File: config.mk
export PLATFORM = sky130hd
export DESIGN_NAME = stage_out_buffer
export DESIGN_NICKNAME = d
export VERILOG_FILES = /design/src/design/ram_fifo_pkg.sv /design/src/design/stage_out_buffer.sv
export SDC_FILE = /design/constraint.sdc
export NUM_CORES = 1
export LEC_CHECK = 0
export ABC_AREA = 0
export BUFFER_PORTS_ARGS = -buffer_cell sky130_fd_sc_hd__buf_2
export CAP_MARGIN = 40
export CORE_MARGIN = 2
export CORE_UTILIZATION = 40
export DETAILED_ROUTE_END_ITERATION = 10
export PLACE_DENSITY = 0.61
export SLEW_MARGIN = 15
export SYNTH_ARGS = -nofsm -noshare
export SYNTH_HDL_FRONTEND = slang
export SYNTH_SLANG_ARGS = --single-unit
export TNS_END_PERCENT = 20
File: constraint.sdc
create_clock -name clk -period 3.85 [get_ports clk]
set_clock_uncertainty 0.2 [all_clocks]
set_input_delay 0.5775 -clock clk [delete_from_list [all_inputs] [get_ports clk]]
set_output_delay 0.5775 -clock clk [all_outputs]
set_load 0.05 [all_outputs]
File: src/design/ram_fifo_pkg.sv
// shared widths and structs for the RAM backed FIFO
// RAM_WORDS must stay a power of two so that ADDR_W covers it exactly
package ram_fifo_pkg;

    // one FIFO data word
    localparam int DATA_W = 32;

    // pair words in the external RAM
    localparam int RAM_WORDS = 512;
    localparam int ADDR_W    = $clog2(RAM_WORDS);

    // capacity input and count output
    localparam int CAP_W = 16;

    // input staging buffer, level needs one extra bit to show full
    localparam int STAGE_DEPTH = 8;
    localparam int STAGE_LVL_W = $clog2(STAGE_DEPTH) + 1;

    // output buffer in front of the reader
    localparam int OUT_DEPTH = 4;
    localparam int OUT_LVL_W = $clog2(OUT_DEPTH) + 1;

    // two data words per RAM word, lo is the older one
    typedef struct packed {
        logic [DATA_W-1:0] hi;
        logic [DATA_W-1:0] lo;
    } pair_word_t;

    // request to the single-port RAM
    // cen and wen are active low as on the macro
    typedef struct packed {
        logic              cen;
        logic              wen;
        logic [ADDR_W-1:0] addr;
        pair_word_t        wdata;
    } ram_req_t;

endpackage
File: src/design/stage_out_buffer.sv
// four word output buffer in front of the reader
// takes one bypass word or one RAM pair per cycle, never both
// data_out reads as zero while empty
`timescale 1ns/1ps

module stage_out_buffer (
    input  logic                                clk,
    input  logic                                rst_n,
    input  logic                                flush,
    input  logic                                bypass_load,
    input  logic [ram_fifo_pkg::DATA_W-1:0]     bypass_data,
    input  logic                                pair_load,
    input  ram_fifo_pkg::pair_word_t            pair_data,
    input  logic                                rd_en,
    output logic [ram_fifo_pkg::DATA_W-1:0]     data_out,
    output logic [ram_fifo_pkg::OUT_LVL_W-1:0]  level,
    output logic                                empty
);
    import ram_fifo_pkg::*;

    logic [DATA_W-1:0]    mem [OUT_DEPTH];
    logic [OUT_LVL_W-1:0] wr_ptr;
    logic [OUT_LVL_W-1:0] rd_ptr;
    logic [OUT_LVL_W-2:0] wr_idx;
    logic [OUT_LVL_W-2:0] wr_idx_next;
    logic                 pop;

    assign wr_idx      = wr_ptr[OUT_LVL_W-2:0];
    assign wr_idx_next = wr_idx + 1'b1;

    assign level = wr_ptr - rd_ptr;
    assign empty = (level == '0);
    assign pop   = rd_en && !empty;

    // head is read combinationally
    assign data_out = empty ? '0 : mem[rd_ptr[OUT_LVL_W-2:0]];

    always_ff @(posedge clk) begin
        if (pair_load) begin
            // older word of the pair lands first
            mem[wr_idx]      <= pair_data.lo;
            mem[wr_idx_next] <= pair_data.hi;
        end else if (bypass_load) begin
            mem[wr_idx] <= bypass_data;
        end
    end

    always_ff @(posedge clk or negedge rst_n) begin
        if (!rst_n) begin
            wr_ptr <= '0;
            rd_ptr <= '0;
        end else if (flush) begin
            wr_ptr <= '0;
            rd_ptr <= '0;
        end else begin
            if (pair_load) begin
                wr_ptr <= wr_ptr + 2'd2;
            end else if (bypass_load) begin
                wr_ptr <= wr_ptr + 1'b1;
            end
            if (pop) begin
                rd_ptr <= rd_ptr + 1'b1;
            end
        end
    end

    // the read was issued a cycle earlier on a lower level,
    // so two slots must still be free when the pair lands
    a_pair_room: assert property (
        @(posedge clk) disable iff (!rst_n)
        pair_load |-> (level <= OUT_LVL_W'(OUT_DEPTH - 2))
    );

endmodule

* After elaboration in Yosys (flattened, before gate mapping)
Memory sizes are Yosys's and may differ from the RTL's.
Cells that the tools add are included.
** Word-level totals
- Register bits after elaboration :: 6
- Memory bits (writable) :: 128
- Input bits :: 102
- Output and inout bits :: 36
- Word-level logic and storage cells :: 26
- Memories kept :: 1
** Memory list
- mem :: words 4, bits a word 32, read ports 1, clocked after Yosys merged registers in 0, write ports 2, line stage_out_buffer.sv:21 : logic [DATA_W-1:0] mem [OUT_DEPTH];
** Cells by class
- Add/subtract/negate cells :: 5
- Multiplexer cells :: 12
- Bitwise operators :: 1
- Reduce and logical (&&, ||, !) cells :: 5
** Operator list (number)
- 2-to-1 mux 32 bit :: 2
- 2-to-1 mux 3 bit :: 5
- adder 3 x 1 -> 3 bit, second input constant :: 2
- 2-to-1 mux 1 bit :: 5
- adder 3 x 2 -> 3 bit, second input constant :: 1
- logical NOT 3 bit :: 1
- nonzero test 3 bit :: 1
- subtractor 3 bit :: 1
- adder 2 x 1 -> 2 bit, second input constant :: 1
- nonzero test 2 bit :: 1
- logical AND 1 bit :: 1
- logical NOT 1 bit :: 1
- OR 1 bit :: 1

* Longest topological paths before layout
Gate-level depths: netlist (run 1).
- Depth after elaboration :: 6
- Mapped depth :: 7
- Mapped depth without buffers :: 6

* Worst setup path after synthesis (run 1)
Ideal clock, no wire load.
- Kind :: reg-to-output
- From :: register wr_ptr[0]
- To :: output port data_out[10] (netlist bit)
- Data arrival time :: 2.364 ns
- Required time :: 3.072 ns
- Slack :: 0.708 ns
- Stages on the path, launching flop included :: 8
- Buffers on the path :: 1
- Cell sequence :: dfrtp_1 inv_1 ha_1 fa_1 and2_1 and2_4 buf_6 nor2b_1
** Between the ends
- Word-level cells in the longest chain between the ends :: 3
** RTL lines
- start, declared :: line stage_out_buffer.sv:22 : logic [OUT_LVL_W-1:0] wr_ptr;
- start signal, assigned :: line stage_out_buffer.sv:57 : wr_ptr <= wr_ptr + 2'd2;
- start signal, assigned :: line stage_out_buffer.sv:59 : wr_ptr <= wr_ptr + 1'b1;
- subtractor 3 bit :: line stage_out_buffer.sv:31 : assign level = wr_ptr - rd_ptr;
- logical NOT 3 bit :: line stage_out_buffer.sv:32 : assign empty = (level == '0);
- 2-to-1 mux 32 bit :: line stage_out_buffer.sv:36 : assign data_out = empty ? '0 : mem[rd_ptr[OUT_LVL_W-2:0]];
- end, declared :: line stage_out_buffer.sv:15 : output logic [ram_fifo_pkg::DATA_W-1:0] data_out,
Every way passes these cells.

* Final worst setup path (run 1)
- From :: register wr_ptr[0]
- To :: output port data_out[20] (netlist bit)
Same word-level chain as after synthesis.

==> results of run 1 <==
state kept, by name (all words and copies together), names as in the netlist:
name and cells:
wr_ptr 3, rd_ptr 3, mem 128
worst reg2reg max path: cells and delay by family, from the launching register on:
kind	cells	cell delay [ps]
AND/OR/NAND/NOR	1	560
AO/OA/AOI/OAI	1	150
adder cells (fa/ha/maj)	1	270
flip-flops	1	420
buffers and inverters	2	650
logic make-up (layout without fill, tap and decap cells):
group                      Yosys count  after routing  share of synthesized area, %
other                                0              1                             0
DFF                                134            134                          55.3
and+or+nand+nor                    189            190                          12.5
muxes                               67             67                          16.3
AOI/OAI and AO/OA                  136            136                          9.55
adders and majority gates           11             11                          2.01
buffers and inverters               46            194                          3.88
xor gates and xnor gates             2              2                         0.434
routing by layer:
layer	GRT usage, %	vias to the layer above	routed length [um]
li1	-	2437	-
met1	22.0	2434	7080
met2	31.4	201	8840
met3	3.46	29	1100
met4	6.87	0	411
met5	0	-	0
cell usage after synthesis, types with 2 or more instances:
cell type,number
sky130_fd_sc_hd__a21oi_1,132
sky130_fd_sc_hd__and2_1,2
sky130_fd_sc_hd__and2b_1,2
sky130_fd_sc_hd__buf_2,2
sky130_fd_sc_hd__buf_6,10
sky130_fd_sc_hd__clkbuf_1,25
sky130_fd_sc_hd__dfrtp_1,6
sky130_fd_sc_hd__edfxtp_1,128
sky130_fd_sc_hd__ha_1,10
sky130_fd_sc_hd__inv_1,5
sky130_fd_sc_hd__mux2_2,2
sky130_fd_sc_hd__mux2i_1,19
sky130_fd_sc_hd__mux2i_2,14
sky130_fd_sc_hd__mux4_1,13
sky130_fd_sc_hd__mux4_2,19
sky130_fd_sc_hd__nand2_1,7
sky130_fd_sc_hd__nand2b_1,3
sky130_fd_sc_hd__nor2_1,137
sky130_fd_sc_hd__nor2b_1,22
sky130_fd_sc_hd__nor2b_2,2
sky130_fd_sc_hd__nor2b_4,9
sky130_fd_sc_hd__nor3_1,2
sky130_fd_sc_hd__o21ai_0,2
metrics by stage:
stage | cell area [um2] | setup slack [ps]
floorplan | 7220 | 708
global placement | 8080 | 596
detailed placement | 8150 | 469
CTS | 8750 | 20.3
global route | 8780 | 129
finish | 8780 | 306
power groups by stage:
stage	logic [mW]	clock network [mW]	registers [mW]
floorplan	2.25	0	1.86
global placement	2.76	0	1.86
detailed placement	2.80	0	1.87
CTS	2.81	1.62	1.84
global route	3.04	1.68	1.85
finish	2.87	1.60	1.83
layout make-up:
class / count / area share [%]
Multi-Input combinational cell: 406 / 34.0
Timing Repair Buffer: 158 / 10.3
Clock buffer: 17 / 4.85
Sequential cell: 134 / 45.5
Clock inverter: 14 / 1.81
Inverter: 5 / 0.214
Tap cell: 229 / 3.26
Antenna cell: 1 / 0.0285
path summary, 6_finish.rpt:
path / end / slack, ps
worst max-delay path: data_out[20] / 310
worst min register to register: wr_ptr[2] / 410
worst max register to register: mem[3][23] / 1330
worst min-delay path: wr_ptr[0] / 250
min in group asynchronous: rd_ptr[1] / 320
max in group asynchronous: rd_ptr[0] / 2970
layout by cell type (no fill, tap or decap), types with 3 or more instances in the layout:
cell,count
sky130_fd_sc_hd__clkbuf_16,17
sky130_fd_sc_hd__nor2_4,3
sky130_fd_sc_hd__buf_2,137
sky130_fd_sc_hd__mux2i_2,14
sky130_fd_sc_hd__mux2i_1,19
sky130_fd_sc_hd__dfrtp_1,4
sky130_fd_sc_hd__buf_12,3
sky130_fd_sc_hd__nand2_2,5
sky130_fd_sc_hd__inv_1,5
sky130_fd_sc_hd__bufinv_16,3
sky130_fd_sc_hd__mux4_2,19
sky130_fd_sc_hd__nor2_1,134
sky130_fd_sc_hd__nor2b_4,9
sky130_fd_sc_hd__clkinv_2,3
sky130_fd_sc_hd__mux4_1,13
sky130_fd_sc_hd__nor2b_1,22
sky130_fd_sc_hd__a21oi_1,132
sky130_fd_sc_hd__ha_1,10
sky130_fd_sc_hd__edfxtp_1,128
sky130_fd_sc_hd__clkinv_1,3
sky130_fd_sc_hd__buf_4,16
what timing repair did:
action | CTS | global route
endpoints found under the hold margin | 6 | 0
gates resized for setup | 0 | 1
hold buffers | 1 | 0
endpoints found under the setup margin | 0 | 11
buffers inserted | 0 | 3
==> results, run 1 <==
- Across the run, the number of max-cap violations was 0.
- The first-pass iteration count of the detailed router is 5.
- The clock share of power is 25.4%.
- The worst hold path stage count is 2.
- Once detailed placement completed, the half-perimeter wirelength came to 11100 um.
- The highest ir drop seen on vdd is 0.409 mV.
- At the end of the flow, the number of nets in the layout was 835.
- CTS saw 134 sinks.
- Setup repair after global routing left no endpoint under its margin.
- The sequential cell area fraction in the yosys report is 55.3%.
- The initial antenna violation count is 1.
- The maximum number of pins on one net before global-route repair is 42.
- Measured on the finished design, the core utilization comes to 49.2%.
- The total power density per cell area is 719 nW/um2.
- The Yosys step of the flow raised 0 warnings.
- The final number of hold-violating endpoints is 0.
- In the global route stage, overall resource usage came out at 17.9%.
- The run finished with clean final reports.
- The total nets after synthesis is 698.
- The region available for standard cell placement spans 17800 um2.
- The buffering stage count on the worst path with inverters included is 2.
- The share of Yosys cell area claimed by the top area cell type is 53.3%.
- Along the worst path, the maximum fanout reaches 12.
- The clock root buffer is sky130_fd_sc_hd__clkbuf_16.
- The clock insertion delay at the later pin of the skew report is 410 ps.
- The highest clock rate is 282 MHz.
- The most used flip-flop cell after synthesis is sky130_fd_sc_hd__edfxtp_1.
- Summed over all layers, the global routing overflow is 0.
- The number of distinct standard cells referenced by the synthesized netlist is 35.
- The area occupied by registers is 4000 um2.
- After layout, the minimum clock period comes to 3540 ps.
- The worst setup path is of the register to output port kind.
- Counting cells, the worst reg-to-reg path comes to 5.
- The die span in x is 138 um.
- In this run, flip-flops and latches consume 29.1% of the power.
- The total DRC errors in the routed layout is 0.
- For the worst setup path, the data required time is 3070 ps.
- The layout overhead on the synthesized area is 21.7%.
- The part of the total power dissipated in combinational logic is 45.5%.
- The detailed router placed 5101 vias in this run.
- The count of nets left with antenna violations once routing finished came out at 0.
- The analysis attributes to net switching a power of 2.61 mW.
- The signal on the critical path passes through inv_1 > ha_1 > fa_1 > and2_1 > and2_4 > nor2b_1 > buf_2.
- The initial utilization of the core area, before any placement, comes to 40.4%.
- The number of pins exceeding their max-slew limit in the final report is 0.
- The number of synthesized flops with an enable pin is 128.
- Setup violations remaining at the end of the flow were counted as 0.
- The H-tree depth is 4.
- Yosys attributes the largest share of cell area to sky130_fd_sc_hd__edfxtp_1 (53%), sky130_fd_sc_hd__a21oi_1 (9.2%), sky130_fd_sc_hd__nor2_1 (7.1%), sky130_fd_sc_hd__mux4_2 (5.9%), sky130_fd_sc_hd__mux4_1 (4.7%).
- The static leakage is 3.51 nW.
- The largest stage delay on the critical path is 500 ps.
- The worst hold margin is 247 ps.
- The top cell family by delay on the critical path is simple AND/OR/NAND/NOR gates.
- The startpoint kind of the worst setup timing path is a register.
- The worst hold path begins at flush.
- In the final layout, the share of cells above drive strength 1 is 33.4%.
- The floorplan has 49 rows.
- The endpoint type of the worst setup path is an output port.
- The CTS buffer count is 17.
- Summing all multi-input logic gate instances after layout gives 2990 um2.
- sky130_fd_sc_hd__edfxtp_1 takes more of the synthesized area than any other cell.
- The setup TNS after final layout is 0 ps.
- The filler cells instantiated in the layout total 1553.
- In this run the worst hold path is classified as input pin to register.
- 138 I/O pins were placed.
- The period utilization is 92.1%.
- The total wire length is 17400 um.
- The total chip power is 6.31 mW.
- The die area is 19100 um2.
- In this run, the number of DRC markers left after iteration 0 of detailed routing was 338.
- In this run the worst setup path begins at wr_ptr[0].
- The number of input and output port buffers inserted is 137.
- The first global-routing pass estimated 26700 um of wire.
- The synthesized design contains 134 register bits.
- The via density per instance is 5.29.
- The via count of the first global-routing pass is 5103.
- After technology mapping, the gate count stands at 585.
- The die extent in y is 138 um.
- TritonCTS built the clock tree.
- The number of cells on the critical path is 7.
- The routability congestion estimate is 0.705.
- Including well taps, the total number of placed cells is 927.
- The filler-free cell count of the finished design is 964.
- Of the total power, the share spent switching nets is 41.3%.
- The slowest library cell on the worst path is sky130_fd_sc_hd__fa_1.
- Headroom to the max-slew limit came out at 43.2%.
- For this run, asynchronously set or reset flops after synthesis account for 4.48%.
- The startpoint identified for the worst register-to-register timing path is wr_ptr[0].
- The internal portion of total power is 3.70 mW.
- In this run the cell area of the synthesized design comes to 7220 um2.
- The detail-routed net length per standard cell is 18.1 um.
- Data arrives at the worst endpoint at 2770 ps.
- The average instance in the mapped netlist occupies 12.3 um2.
- The maximum number of buffers from clock root to sink is 2.
- Clock-pin slew was measured on the worst setup and hold paths at 60 ps.
- The slew at the pin closest to its max-slew limit is 849 ps.
Note: power is estimated with default switching activity, not from simulation.
==> run 2: changes to the inputs <==
- ABC_AREA: 0 -> 1
- MAX_ROUTING_LAYER: default -> met4
==> run 2 against run 1 <==
Register-to-register slack better by 70 ps. Power is 9.3% lower. Combinational power is 12% lower. Sequential share of layout area is 0.56 points higher. Routed wire length is 5.5% higher. Sequential cell count stayed put. Utilization is 0.93 points lower. Final area is 1.2% lower.
==> results, run 2 <==
- The via density per instance is 5.08 (-4.1%).
- The number of input and output port buffers inserted was 137 (unchanged).
- The share of Yosys cell area claimed by the top area cell type was 52.3% (-0.94 points).
- The die area was 19500 um2 (+1.7%).
- The flip-flop count of the largest register, all copies and words added was 128 (unchanged).
- The total track usage came to 19.9% (+1.9 points).
- The maximum number of buffers from clock root to sink is 2 (unchanged).
- The worst slew slack as a fraction of its limit is 44.4% (+1.2 points).
- The total wire length is 18400 um (+5.5%).
- The critical setup path kind is register to output port.
- The register bank with the most flops is mem.
- Setup repair after global routing left no endpoint under its margin.
- The worst hold margin was 116 ps (-131 ps).
- The remaining global-route overflow was 0 (unchanged).
- The total nets after synthesis is 913 (+31%).
- The maximum number of pins on one net before global-route repair is 67 (+60%).
- In the layout the commonest cells are sky130_fd_sc_hd__o21ai_0 (180), sky130_fd_sc_hd__nand2_1 (175), sky130_fd_sc_hd__buf_2 (137).
- The worst setup path is captured at an output port.
- The shortest period the worst path allows is 3650 ps (+110 ps).
- The first-pass iteration count of the detailed router is 5 (unchanged).
- The TritonCTS clock tree is built.
- The most common cell in the synthesized netlist is sky130_fd_sc_hd__o21ai_0.
- The I/O pin count is 138 (unchanged).
- The H-tree depth is 4 (unchanged).
- The async set-or-reset flop fraction in the synthesized netlist came to 4.48% (unchanged).
- The die span in x came to 140 um (+0.87%).
- The cell sitting at the root of the clock tree is a sky130_fd_sc_hd__clkbuf_16.
- The sink count of the clock tree was 134 (unchanged).
- Ranked by instance count, the synthesized netlist is headed by sky130_fd_sc_hd__o21ai_0 (180), sky130_fd_sc_hd__nand2_1 (175), sky130_fd_sc_hd__edfxtp_1 (128), sky130_fd_sc_hd__nor2_1 (104), sky130_fd_sc_hd__inv_1 (46).
- The number of distinct standard cells referenced by the synthesized netlist was 26 (-26%).
- The routability congestion estimate is 0.739 (+4.9%).
- The total chip power is 5.72 mW (-9.3%).
- The sequential cell area fraction in the yosys report is 54.4% (-0.98 points).
- The count of cells resized by post-cts repair was 0 (unchanged).
- The post-detailed-route count of antenna-violating nets came to 0 (unchanged).
- The setup TNS after final layout was 0 ps (unchanged).
- The standard cell area after detailed placement came to 8180 um2 (+0.31%).
- The placeable core region is 18000 um2 (+0.69%).
- The final number of hold-violating endpoints is 0 (unchanged).
- The clock insertion delay at the later pin of the skew report came to 420 ps (about the same).
- The die extent in y is 140 um (+0.87%).
- The detailed-route via count was 5882 (+15%).
- The count of mapped cells out of synthesis is 800 (+37%).
- The critical path arrival is 2880 ps (+110 ps).
- The fraction of final layout cells sized beyond drive strength 1 came to 22.5% (-11 points).
- The layout overhead on the synthesized area is 18.1%.
- The period utilization is 94.9% (+2.9 points).
- The detail-routed net length per standard cell is 15.9 um (-12%).
- The biggest fanout along the worst timing path is 23 (+11).
- The cell area after layout is 8670 um2 (-1.2%).
- The first-pass GRT wire length came to 29000 um (+8.3%).
- The number of setup violations in the final report is 0 (unchanged).
- The cell area after technology mapping is 7350 um2 (+1.8%).
- The static leakage is 3.58 nW (+2.2%).
- The iteration-0 DRC count of the detailed router came to 351 (+3.8%).
- The number of warnings printed during yosys synthesis was 0 (unchanged).
- The row count is 49 (unchanged).
- By area the synthesized netlist is led by sky130_fd_sc_hd__edfxtp_1 (52%), sky130_fd_sc_hd__o21ai_0 (12%), sky130_fd_sc_hd__nand2_1 (8.9%), sky130_fd_sc_hd__nor2_1 (5.3%), sky130_fd_sc_hd__mux2i_1 (3.4%).
- The highest clock rate was 274 MHz (-3.0%).
- The max-cap violation count is 0 (unchanged).
- The library cell used most frequently in the layout, excluding fill and tap cells, is sky130_fd_sc_hd__o21ai_0.
- The flow ran to the end, and the final reports show no timing, DRC or antenna violations.
- The post-synthesis register bit count is 134 (unchanged).
- The count of fill cells added during filler insertion is 1695 (+9.1%).
- The via count of the first global-routing pass was 5514 (+8.1%).
- The largest registers in the layout are mem x128, rd_ptr x3, wr_ptr x3.
- The placed wire-length estimate after detailed placement is 10700 um (-4.0%).
- The total DRC errors in the routed layout is 0 (unchanged).
- The initial antenna violation count was 0 (-1).
- The path class of the tightest hold or removal check is input pin to register.
- The most used flip-flop cell after synthesis is sky130_fd_sc_hd__edfxtp_1.
- The highest ir drop seen on vdd is 0.686 mV (+67%).
- The mean area per synthesized cell is 9.18 um2 (-26%).
- The slew at the pin closest to its max-slew limit is 832 ps (-17.9 ps).
- The number of nets in the finished design is 1030 (+23%).
- The final antenna diode count is 0 (-1).
- The endpoint required time on the critical path is 3070 ps (about the same).
- The CTS buffer count is 17 (unchanged).
- The number of pins exceeding their max-slew limit in the final report came to 0 (unchanged).
- The clock transition at the register clock pins on the worst setup and hold paths after CTS is 60 ps (about the same).
- The initial core utilization is 40.9% (+0.45 points).
- The number of synthesized flops with an enable pin was 128 (unchanged).
- The largest total area in the synthesized netlist belongs to sky130_fd_sc_hd__edfxtp_1.
- STA classifies the critical path startpoint as a register.
- The placement-stage worst setup slack came to 627 ps (+158 ps).
- The least setup slack across all paths after layout came to 196 ps (-110 ps).
- The total power density per cell area is 660 nW/um2 (-8.2%).
[run 2: layer usage]
metal | vias to the layer above | track usage (%) | share of wire, %
li1 | 2969 | - | -
met1 | 2735 | 25.2 | 45
met3 | 16 | 3.75 | 4.2
met5 | - | - | 0
met2 | 162 | 32.7 | 50
met4 | 0 | 5.85 | 1.2
[run 2: final timing paths]
path	cells past startpoint	slack [ps]	from	endpoint
setup reg to reg	9	1400	wr_ptr[0]	rd_ptr[0]
hold / removal	2	120	flush	wr_ptr[2]
hold reg to reg	2	400	rd_ptr[2]	rd_ptr[2]
min in group asynchronous	2	310	rst_n	rd_ptr[2]
max in group asynchronous	2	2970	rst_n	rd_ptr[0]
setup / recovery	10	200	wr_ptr[0]	data_out[29]
[run 2: kinds of logic after synthesis]
logic type	count (synthesis)	synth area share, %
buffers and inverters	103	6.63
AO/OA/AOI/OAI	230	16.5
multiplexers	32	5.08
adder cells (fa/ha/maj)	11	1.98
XOR/XNOR	2	0.239
AND/OR/NAND/NOR	288	15.2
flip-flops	134	54.4
[run 2: report_power, final]
| group | internal (mW) | switching (mW) |
|---|---|---|
| combinational | 0.591 | 1.94 |
| sequential | 1.79 | 0.0352 |
| clock | 0.809 | 0.565 |
[run 2: timing repair]
action / in CTS / in global routing
setup buffers: 0 / 0
hold buffers: 1 / 0
hold endpoints to repair: 6 / 0
[run 2: area by class of cell]
class | count | area (um2) | share of cell area (%)
timing repair buffer | 152 | 821 | 9.46
multi-input combinational | 563 | 2900 | 33.4
sequential | 134 | 4000 | 46.1
inverter | 49 | 184 | 2.12
clock inverter | 7 | 31.3 | 0.361
clock buffer | 25 | 455 | 5.25
tap | 229 | 287 | 3.30
[run 2: per-stage QoR]
stage / util, % / std cells
floorplan: - / 800
global placement: 45.4 / 1125
detailed placement: 45.5 / 1126
CTS: 48.3 / 1159
global route: 48.3 / 1159
finish: 48.3 / 1159
[run 2: critical path, cell delays in order, from the launching register on]
cell,delay (ps)
sky130_fd_sc_hd__dfrtp_1,420
sky130_fd_sc_hd__inv_1,150
sky130_fd_sc_hd__ha_1,240
sky130_fd_sc_hd__fa_1,500
sky130_fd_sc_hd__nand2_1,50
sky130_fd_sc_hd__inv_1,60
sky130_fd_sc_hd__nand3_2,340
sky130_fd_sc_hd__buf_12,310
sky130_fd_sc_hd__nand2_1,100
sky130_fd_sc_hd__inv_1,40
sky130_fd_sc_hd__buf_2,200
==> run 3: changes to the inputs <==
- CORE_ASPECT_RATIO: default -> 1.25
==> run 3 against run 2 <==
Global-route usage decreased by 0.40 points. Register-to-register slack improved by 50 ps. Fmax increased by 7.0%. Highest routed layer unchanged. Worst setup slack improved by 240 ps. Die area about the same. Power increased by 2.1%. Count of clock-buffer cells in the layout decreased by 6. Via count decreased by 1.6%. Critical path depth unchanged. Final area increased by 0.97%. Clock power increased by 8%. Combinational power about the same.
==> results, run 3 (synthesized netlist as in run 2, its figures left out) <==
- The biggest fanout along the worst timing path was 15 (-35%).
- The placed wire-length estimate after detailed placement is 11400 um (+6.5%).
- The highest clock rate is 293 MHz (+7.0%).
- The remaining global-route overflow is 0 (unchanged).
- The cell area after layout is 8760 um2 (+0.97%).
- The CTS buffer count was 17 (unchanged).
- The fraction of final layout cells sized beyond drive strength 1 is 23.5% (+1.0 points).
- The detailed-route via count is 5786 (-1.6%).
- The clock transition at the register clock pins on the worst setup and hold paths after CTS is 50 ps (about the same).
- The setup TNS after final layout is 0 ps (unchanged).
- The maximum number of buffers from clock root to sink is 2 (unchanged).
- The row count came to 55 (+12%).
- The final number of hold-violating endpoints is 0 (unchanged).
- The clock insertion delay at the later pin of the skew report is 410 ps (about the same).
- The via count of the first global-routing pass is 5467 (-0.85%).
- The die area was 19500 um2 (about the same).
- The area occupied by registers is 4000 um2 (unchanged).
- The iteration-0 DRC count of the detailed router is 443 (+26%).
- The flip-flop count of the largest register, all copies and words added was 128 (unchanged).
- The total wire length came to 18200 um (-0.98%).
- The standard cell area after detailed placement was 8210 um2 (+0.38%).
- The number of nets in the finished design is 1032 (+0.19%).
- The maximum number of pins on one net before global-route repair is 68 (+1.5%).
- The initial antenna violation count is 0 (unchanged).
- The die span in x came to 125 um (-10%).
- The count of fill cells added during filler insertion is 1768 (+4.3%).
- The period utilization is 88.7% (-6.2 points).
- The static leakage is 3.62 nW (+1.2%).
- The sink count of the clock tree was 134 (unchanged).
- The number of input and output port buffers inserted is 137 (unchanged).
- Relative to the synthesized area, the layout overhead comes to 19.2%.
- The first-pass GRT wire length is 28300 um (-2.1%).
- The tree is rooted in a sky130_fd_sc_hd__clkbuf_16.
- The worst hold margin is 153 ps (+37.4 ps).
- The TritonCTS clock tree is built.
- The placement-stage worst setup slack was 882 ps (+254 ps).
- The routability congestion estimate came to 0.807 (+9.1%).
- Ranked by flip-flop count, first place goes to mem.
- The first-pass iteration count of the detailed router is 5 (unchanged).
- The final antenna diode count is 0 (unchanged).
- The worst setup path is captured at an output port.
- The via density per instance is 4.99 (-1.6%).
- The initial core utilization is 40.7% (-0.15 points).
- The number of pins exceeding their max-slew limit in the final report was 0 (unchanged).
- In the final layout, the registers with the most flip-flops are mem x128, rd_ptr x3, wr_ptr x3.
- The count of cells resized by post-cts repair came to 0 (unchanged).
- The combined area of the multi-input logic cells is 2900 um2 (unchanged).
- The critical setup path kind is register to output port.
- The critical path arrival came to 2640 ps (-240 ps).
- The shortest period the worst path allows came to 3420 ps (-239 ps).
- The I/O pin count came to 138 (unchanged).
- The total DRC errors in the routed layout came to 0 (unchanged).
- The filler-free cell count of the finished design came to 1159 (unchanged).
- The detail-routed net length per standard cell is 15.7 um (-0.98%).
- The worst hold-check path type is input pin to register.
- In the layout the commonest cells are sky130_fd_sc_hd__o21ai_0 (180), sky130_fd_sc_hd__nand2_1 (175), sky130_fd_sc_hd__buf_2 (137).
- The total power density per cell area is 667 nW/um2 (+1.2%).
- The number of setup violations in the final report is 0 (unchanged).
- The cell total after placement is 1127 (+0.089%).
- The total chip power is 5.84 mW (+2.1%).
- The highest ir drop seen on vdd is 0.437 mV (-36%).
- The endpoint required time on the critical path was 3070 ps (about the same).
- The H-tree depth is 4 (unchanged).
- The placeable core region was 18000 um2 (+0.37%).
- The startpoint kind of the worst setup timing path is a register.
- The flow ran to the end, and the final reports show no timing, DRC or antenna violations.
- The worst slew slack as a fraction of its limit was 52.9% (+8.6 points).
- Leaving out fill and tap cells, the most frequent cell in the layout is sky130_fd_sc_hd__o21ai_0.
- The share of the core filled with cells in the final layout is 48.6% (+0.29 points).
- The least setup slack across all paths after layout came to 435 ps (+239 ps).
- The max-cap violation count was 0 (unchanged).
- The slew at the pin closest to its max-slew limit is 706 ps (-125 ps).
- The post-detailed-route count of antenna-violating nets is 0 (unchanged).
- Setup repair after global routing left no endpoint under its margin.
- The total track usage came to 19.5% (-0.40 points).
- The die extent in y is 156 um (+11%).
## run 3: cell count changes in the layout (fill, tap and decap cells not counted)
cell,change
sky130_fd_sc_hd__clkinv_1,-3
sky130_fd_sc_hd__clkinvlp_4,+1
sky130_fd_sc_hd__bufinv_16,+1
sky130_fd_sc_hd__clkinv_4,+4
sky130_fd_sc_hd__inv_6,+1
sky130_fd_sc_hd__clkbuf_1,-6
sky130_fd_sc_hd__clkinv_2,+1
sky130_fd_sc_hd__buf_8,-1
sky130_fd_sc_hd__buf_4,+1
sky130_fd_sc_hd__buf_12,+2
## run 3: critical path: stages (launching register included)
cell	delay, ps
sky130_fd_sc_hd__dfrtp_1	430
sky130_fd_sc_hd__inv_1	170
sky130_fd_sc_hd__ha_1	240
sky130_fd_sc_hd__fa_1	460
sky130_fd_sc_hd__nand2_1	70
sky130_fd_sc_hd__inv_1	40
sky130_fd_sc_hd__nand3_2	140
sky130_fd_sc_hd__buf_4	270
sky130_fd_sc_hd__nand2_1	80
sky130_fd_sc_hd__inv_1	60
sky130_fd_sc_hd__buf_2	250
## run 3: layout make-up
| class | count | area share (%) |
|---|---|---|
| flip-flops and latches | 134 | 45.6 |
| multi-input cells | 563 | 33.1 |
| repair buffers | 154 | 9.74 |
| clock buffers | 19 | 4.94 |
| well taps | 228 | 3.26 |
| inverters | 49 | 2.10 |
| clock inverters | 12 | 1.21 |
## run 3: worst paths after layout
kind / start / endpoint / slack [ps] / cells after the start
worst max-delay path: wr_ptr[0] / data_out[5] / 430 / 10
worst min-delay path: flush / wr_ptr[2] / 150 / 2
worst max register to register: wr_ptr[0] / mem[3][1] / 1450 / 6
worst min register to register: rd_ptr[2] / rd_ptr[2] / 380 / 2
max in group asynchronous: rst_n / rd_ptr[1] / 2940 / 2
min in group asynchronous: rst_n / wr_ptr[0] / 340 / 2
## run 3: routing by layer
layer	routed length [um]	track usage (%)	part of all wire, %
met1	7540	22.5	41
met2	9510	34.2	52
met3	966	3.58	5.3
met4	182	6.72	1.0
met5	0	-	0
## run 3: power by group
group / internal [mW] / switching (mW)
Clock: 0.882 / 0.599
Combinational: 0.606 / 1.94
Sequential: 1.79 / 0.0340
Total: 3.27 / 2.57
## run 3: repair_timing
action                                 4_1_cts  5_1_grt
hold buffers                                 1        0
endpoints found under the hold margin        6        0
setup buffers                                0        0
